--- src/cachePkg.sv ---
// Instruction cache shared definitions
`default_nettype none

package cachePkg;

    // Word and address widths
    localparam int wordBits = 16;
    localparam int addrBits = 16;

    // Address split: tag | line index | word offset
    localparam int tagBits    = 2;
    localparam int indexBits  = 11;
    localparam int offsetBits = 3;

    // Words per cache line
    localparam int lineWords = 8;

    // One instruction word
    typedef logic [wordBits-1:0] word_t;

    // Word address into main memory
    typedef logic [addrBits-1:0] addr_t;

    // Upper address bits kept per line
    typedef logic [tagBits-1:0] tag_t;

    // Line select, 2048 lines
    typedef logic [indexBits-1:0] index_t;

    // Word position inside a line
    typedef logic [offsetBits-1:0] offset_t;

    // Controller states
    // Idle waits for a request, Lookup compares the tag,
    // WriteBack flushes a dirty victim, Refill loads the new line,
    // Respond returns ack to the processor
    typedef enum logic [2:0] {
        Idle,
        Lookup,
        WriteBack,
        Refill,
        Respond
    } ctrlState_t;

endpackage

`default_nettype wire

--- src/cacheController.sv ---
// Cache lookup and line transfer controller
`default_nettype none

module cacheController (
    input  logic              clk,
    input  logic              reset,
    // Processor side, Wishbone classic slave
    input  logic              cyc,
    input  logic              stb,
    input  logic              we,
    input  cachePkg::addr_t   adr,
    input  cachePkg::word_t   datWr,
    output cachePkg::word_t   datRd,
    output logic              ack,
    output logic              hit,
    // Line storage side
    output cachePkg::index_t  index,
    output cachePkg::offset_t offset,
    input  cachePkg::tag_t    lineTag,
    input  logic              lineValid,
    input  logic              lineDirty,
    input  cachePkg::word_t   readWord,
    output logic              wordWrEn,
    output cachePkg::word_t   wordWrData,
    output logic              tagWrEn,
    output cachePkg::tag_t    newTag,
    output logic              setDirty,
    // Memory side, Wishbone classic master
    output logic              memCyc,
    output logic              memStb,
    output logic              memWe,
    output cachePkg::addr_t   memAdr,
    output cachePkg::word_t   memDatWr,
    input  cachePkg::word_t   memDatRd,
    input  logic              memAck
);
    import cachePkg::*;

    ctrlState_t state;

    // Captured request
    tag_t    reqTag;
    index_t  reqIndex;
    offset_t reqOffset;
    logic    reqWe;
    word_t   reqData;

    // Beat position within a line transfer
    offset_t beat;
    // Set once this request has gone through a refill
    logic    refilled;
    logic    hitReg;

    logic    tagMatch;
    logic    lastBeat;
    logic    lookupHit;

    // Valid line with the requested tag
    assign tagMatch  = lineValid && (lineTag == reqTag);
    assign lookupHit = (state == Lookup) && tagMatch;
    // Eighth word acknowledged
    assign lastBeat  = memAck && (beat == offset_t'(lineWords - 1));

    // Request capture, one access at a time
    always_ff @(posedge clk) begin
        if (state == Idle && cyc && stb) begin
            {reqTag, reqIndex, reqOffset} <= adr;
            reqWe   <= we;
            reqData <= datWr;
        end
    end

    always_ff @(posedge clk) begin
        if (reset) begin
            state    <= Idle;
            beat     <= '0;
            refilled <= 1'b0;
            hitReg   <= 1'b0;
        end else begin
            case (state)
                Idle: begin
                    if (cyc && stb) begin
                        refilled <= 1'b0;
                        state    <= Lookup;
                    end
                end
                Lookup: begin
                    if (tagMatch) begin
                        // Second lookup after a refill always matches
                        hitReg <= !refilled;
                        state  <= Respond;
                    end else if (lineDirty) begin
                        state <= WriteBack;
                    end else begin
                        state <= Refill;
                    end
                end
                WriteBack: begin
                    if (memAck) begin
                        beat <= beat + 1'b1;
                        if (lastBeat) begin
                            state <= Refill;
                        end
                    end
                end
                Refill: begin
                    if (memAck) begin
                        beat <= beat + 1'b1;
                        if (lastBeat) begin
                            refilled <= 1'b1;
                            state    <= Lookup;
                        end
                    end
                end
                Respond: begin
                    state <= Idle;
                end
                default: begin
                    state <= Idle;
                end
            endcase
        end
    end

    // Storage address
    // Data is registered, so the next word is presented one cycle early
    assign index = reqIndex;

    always_comb begin
        if (lookupHit) begin
            offset = reqOffset;
        end else if (state == WriteBack && memAck) begin
            // Prefetch the following victim word
            offset = offset_t'(beat + 1'b1);
        end else begin
            offset = beat;
        end
    end

    // Word writes come from a write hit or a refill beat
    assign wordWrEn   = (lookupHit && reqWe) || (state == Refill && memAck);
    assign wordWrData = (state == Refill) ? memDatRd : reqData;
    assign setDirty   = lookupHit && reqWe;

    // New tag lands with the last refill word
    assign tagWrEn = (state == Refill) && lastBeat;
    assign newTag  = reqTag;

    // Memory bus, held for the whole line
    assign memCyc   = (state == WriteBack) || (state == Refill);
    assign memStb   = memCyc;
    assign memWe    = (state == WriteBack);
    // Victim address uses the stored tag
    assign memAdr   = {(state == WriteBack) ? lineTag : reqTag, reqIndex, beat};
    assign memDatWr = readWord;

    // Processor response
    assign ack   = (state == Respond) && cyc && stb;
    assign hit   = hitReg;
    assign datRd = readWord;

endmodule

`default_nettype wire

--- config.mk ---
export PLATFORM = sky130hd
export DESIGN_NAME = cacheController
export DESIGN_NICKNAME = d
export VERILOG_FILES = /design/src/cachePkg.sv /design/src/cacheController.sv
export SDC_FILE = /design/constraint.sdc
export NUM_CORES = 1
export LEC_CHECK = 0
export BUFFER_PORTS_ARGS = -buffer_cell sky130_fd_sc_hd__buf_4
export CORE_MARGIN = 5
export CORE_UTILIZATION = 40
export CTS_CLUSTER_SIZE = 24
export DETAILED_ROUTE_END_ITERATION = 10
export GPL_TIMING_DRIVEN = 0
export HOLD_SLACK_MARGIN = 0.06
export PLACE_DENSITY = 0.88
export SETUP_SLACK_MARGIN = 0.4
export SYNTH_ARGS = -nofsm -noshare
export SYNTH_HDL_FRONTEND = slang
export SYNTH_SLANG_ARGS = --single-unit
--- constraint.sdc ---
create_clock -name clk -period 5.8 [get_ports clk]
set_input_delay 0.29 -clock clk [delete_from_list [all_inputs] [get_ports clk]]
set_output_delay 0.29 -clock clk [all_outputs]
set_load 0.03 [all_outputs]
# Word level (Yosys, flattened, before mapping)
# Index checks and enable logic that the tools add are counted.
[totals]
inputBits = 74
out_inout_bits = 88
elab_cells = 59
ff_bits = 41
[op_classes]
addsub = 1
reduce_logical = 22
eq_ne = 11
n_mux = 16
[op_table]
columns = ["cell", "n"]
rows = [
  ["$mux W3", 8],
  ["$mux W16", 1],
  ["$logic_and A1 B1 Y1", 12],
  ["$pmux W3 S4", 1],
  ["$eq A3 B2 Y1 const B", 2],
  ["$eq A3 B3 Y1 const B", 2],
  ["$ne A2 B1 Y1 const B", 3],
  ["$reduce_and A5 Y1", 1],
  ["$mux W1", 4],
  ["$ne A2 B2 Y1 const B", 2],
  ["$reduce_and A2 Y1", 2],
  ["$reduce_and A4 Y1", 1],
  ["$add A3 B1 Y3 const B", 1],
  ["$eq A3 B1 Y1 const B", 1],
  ["$logic_not A3 Y1", 1],
  ["$eq A2 B2 Y1", 1],
  ["$logic_or A1 B1 Y1", 2],
  ["$mux W2", 1],
  ["$pmux W1 S2", 1],
  ["$reduce_bool A2 Y1", 1],
  ["$reduce_or A2 Y1", 1],
  ["$logic_not A1 Y1", 1],
]

# Depth between registers and ports, before layout
[depth]
word_depth = 5
ltp_mapped = 5
mapped_depth_nobuf = 5

# Worst setup path after synthesis
# No wires, ideal clock.
[synth_path]
path_kind = "register to register"
startpoint = "register state[0]"
endpoint = "register reqIndex[0], in the netlist index[0], enable pin"
arrival_time_ps = 3766
required_ps = 5291
path_stages_with_launch = 3
setup_ps = 509
period_less_slack_ps = 4276
path_slack_ps = 1524
path_buffers = 1
cell_sequence = "dfxtp_1 buf_6 nor4_1"
[synth_between]
elab_chain_len = 3
[synth_rtl]
columns = ["item", "line", "rtl"]
rows = [
  ["start, declared", "cacheController.sv:39", "ctrlState_t state;"],
  ["start signal, assigned", "cacheController.sv:75", "state <= Idle;"],
  ["start signal, assigned", "cacheController.sv:84", "state <= Lookup;"],
  ["start signal, assigned", "cacheController.sv:91", "state <= Respond;"],
  ["$logic_not A3 Y1", "cacheController.sv:66", "if (state == Idle && cyc && stb) begin"],
  ["$logic_and A1 B1 Y1 (2 in series)", "cacheController.sv:66", ""],
  ["end signal, assigned", "cacheController.sv:67", "{reqTag, reqIndex, reqOffset} <= adr;"],
  ["end, declared", "cacheController.sv:43", "index_t reqIndex;"],
]
# Every way passes these cells.
# A chain may end at the register's enable or synchronous reset.

# Worst setup path after layout
[layout_path]
startpoint = "register reqTag[0], in the netlist newTag[0]"
endpoint = "output port offset[2]"
[layout_between]
elab_chain_len = 4
[layout_rtl]
columns = ["item", "line", "rtl"]
rows = [
  ["start, declared", "cacheController.sv:42", "tag_t reqTag;"],
  ["start signal, assigned", "cacheController.sv:67", ""],
  ["$eq A2 B2 Y1", "cacheController.sv:59", "assign tagMatch = lineValid && (lineTag == reqTag);"],
  ["$logic_and A1 B1 Y1", "cacheController.sv:59", ""],
  ["$logic_and A1 B1 Y1", "cacheController.sv:60", "assign lookupHit = (state == Lookup) && tagMatch;"],
  ["$mux W3", "cacheController.sv:130", "if (lookupHit) begin"],
  ["end, declared", "cacheController.sv:18", "output cachePkg::offset_t offset,"],
]
# Every way passes these cells.

==> impl_metrics.py <==
metrics = {
    "synth": {
        "ys_seq_area_share_pct": 54.3,
        "synth_flop_cell": "edfxtp_1",
        "ys_warn_count": 0,
        "synth_top_area_cell": "edfxtp_1",
        "synth_cell_types": 32,
        "synth_top_cell_area_share_pct": 46.8,
        "async_flop_share_pct": 0,
        "syn_inst": 156,
        "ys_ff_latch": 41,
        "synth_fp_nets": 232,
        "synth_commonest_cells": "buf_4, edfxtp_1, mux2_2",
        "netlist_top_cells_area": "edfxtp_1, buf_4, mux2_2",
        "netlist_area_um2": 2120,
        "synth.most_common_cell": "buf_4",
        "syn_avg_cell_area_um2": 13.6,
        "synth_edf_count": 33,
    },
    "timing": {
        "slew_violations": 0,
        "worst_pin_slew_ns": 0.997,
        "min_period_over_period_pct": 37.2,
        "slew_headroom_pct": 33.0,
        "setup_viol": 0,
        "grt_setup_unrepaired": "no",
        "skew_ns": 0.00669,
        "finalSetupTns_ns": 0,
        "max_freq_mhz": 464,
        "finalHoldViolCount": 0,
        "min_period_ns": 2.16,
    },
    "pwr": {
        "ir_worst_vdd_mv": 0.155,
        "p_leak_nw": 1.65,
        "power.density_nw_per_um2": 227,
        "switchingPower_w": 0.000213,
        "seqPwrFrac_pct": 43.7,
        "p_int_w": 0.000568,
        "combPwrFrac_pct": 27.7,
        "switching_share_pct": 27.3,
        "pwr-share-clk_pct": 28.6,
    },
    "grt": {
        "grt_overflow": 0,
        "grt_pass1_wl_um": 7550,
        "grt_pass1_vias": 1650,
        "grt_max_degree": 14,
        "antenna_found_initial": 0,
        "gr-usage-all-layers_pct": 14.7,
    },
    "status": {
        "status": "completed",
    },
    "clock_network": {
        "cts-root-buf": "clkbuf_8",
        "ctsResizeCount": 0,
        "insertion_delay_ns": 0.28,
        "clk_pin_slew_ns": 0.08,
        "cts_tree": "done",
        "cts-htree-levels": 2,
        "cts_buffers": 5,
        "post_cts_buffers": 0,
        "cts_hold_buf": 0,
        "cts.sinks": 41,
        "clock_path_buffers": 2,
    },
    "final_layout": {
        "multi_input_comb_area_um2": 597,
        "final_core_util_pct": 66.9,
        "nFillCells": 405,
        "final_nets": 387,
        "syn2layout_area_growth_pct": 62.3,
        "regArea_um2": 1150,
        "antenna_cells": 0,
        "layout-drive-gt1-share_pct": 75.0,
    },
    "worst_setup_path": {
        "critPathLaunchType": "register",
        "critPathRequiredTime_ns": 5.51,
        "cp_max_fo": 6,
        "rrSetupSlack_ns": 3.75,
        "arrival_ns": 1.87,
        "cp-end-kind": "output pin",
        "path_class": "register to output pin",
    },
    "flow_run": {
        "max_cap_violations": 0,
    },
    "die": {
        "die-area_um2": 6850,
        "rows": 26,
        "fp.dieW_um": 82.8,
        "die_h_um": 82.8,
        "io_pins": 162,
        "core-area_um2": 5140,
        "start_util_pct": 41.2,
    },
    "detailed_routing": {
        "drtPass1Iterations": 4,
        "avgRoutedWirePerCell_um": 14.4,
        "ant_nets": 0,
        "vias": 1697,
        "drt_wl_total_um": 5520,
        "drc": 0,
        "detail_route.vias_per_cell": 4.44,
        "dr.first_iter.drc_count": 47,
    },
    "placed_design": {
        "place_hpwl_um": 4590,
        "gp_congestion": 0.759,
        "port_buffers": 145,
    },
    "hold_path": {
        "hp-class": "primary input to register",
    },
}
==> flip-flops by register name, summed over array words and instances, names as in the netlist <==
name and cells:
reqData 16, index 11, beat 3, reqOffset 3, state 3, newTag 2, hit 1, refilled 1
reqWe 1
==> cell usage in the layout (no fill, tap or decap), types with 2 or more instances in the layout <==
cell type,netlist,layout
inv_1,2,2
a31oi_1,2,2
nand3_1,3,3
buf_4,44,191
o21ai_0,2,2
mux2_2,20,20
buf_6,3,4
dfxtp_1,8,8
and3_1,3,3
clkbuf_8,0,5
edfxtp_1,33,33
xnor2_1,3,3
nor2_1,6,6
nand2_1,3,3
mux2i_1,2,2
ha_1,2,2
mux2_4,4,4
==> path summary, 6_finish.rpt <==
kind | startpoint | depth (start not counted) | endpoint
max | newTag[0]$_DFFE_PP_ | 4 | offset[2]
max reg2reg | state[0]$_SDFFE_PP0P_ | 4 | index[6]$_DFFE_PP_
min | adr[1] | 1 | reqOffset[1]$_DFFE_PP_
min reg2reg | refilled$_SDFFE_PP0P_ | 2 | refilled$_SDFFE_PP0P_
==> layout make-up <==
type | count | share of cell area, %
Inverter | 2 | 0.218
Clock buffer | 6 | 2.11
Buffer | 48 | 10.7
Tap cell | 70 | 2.55
Sequential cell | 41 | 33.5
Timing Repair Buffer | 148 | 32.4
Multi-Input combinational cell | 65 | 17.4
Clock inverter | 2 | 1.13
==> logic make-up after synthesis <==
family	after synthesis	share of synthesized area, %
xor+xnor	4	1.65
mux	26	14.4
buf+inv	50	17.8
compound gates	6	1.89
flops	41	54.3
fa+ha+maj	2	1.18
simple gates	27	8.74
==> power groups by stage <==
stage / registers (W) / logic (W) / clock network [W]
4_1_cts: 0.000342 / 0.000219 / 0.000232
2_1_floorplan: 0.000359 / 0.000117 / 0
6_report: 0.000341 / 0.000216 / 0.000223
3_3_place_gp: 0.000349 / 0.000211 / 0
3_5_place_dp: 0.000348 / 0.000218 / 0
5_1_grt: 0.000343 / 0.000229 / 0.000245
==> worst max-delay path: stages, from the launching register on <==
cell      delay [ns]
edfxtp_1        0.46
xnor2_1         0.38
nand4_4         0.22
mux2_4          0.36
buf_4           0.17
==> layer usage <==
layer	share of wire, %	wire length (um)	track usage, %
met5	0	0	0
met3	15	837	6.70
met2	53	2920	26.6
met1	31	1720	15.1
met4	0.73	40	4.74
==> stage by stage <==
stage               total power [W]  hold WS (ns)  worst slack [ns]  area (um^2)  std cells
finish                     0.000781         0.178              3.64         3440        382
global route               0.000816         0.154              3.53         3440        382
CTS                        0.000792         0.163              3.62         3440        382
detailed placement         0.000567         0.469              3.70         3330        374
global placement           0.000560         0.468            0.0942         3290        371
floorplan                  0.000476         0.362              1.52         2120        156
No activity file was read; power rests on OpenSTA's default activity.
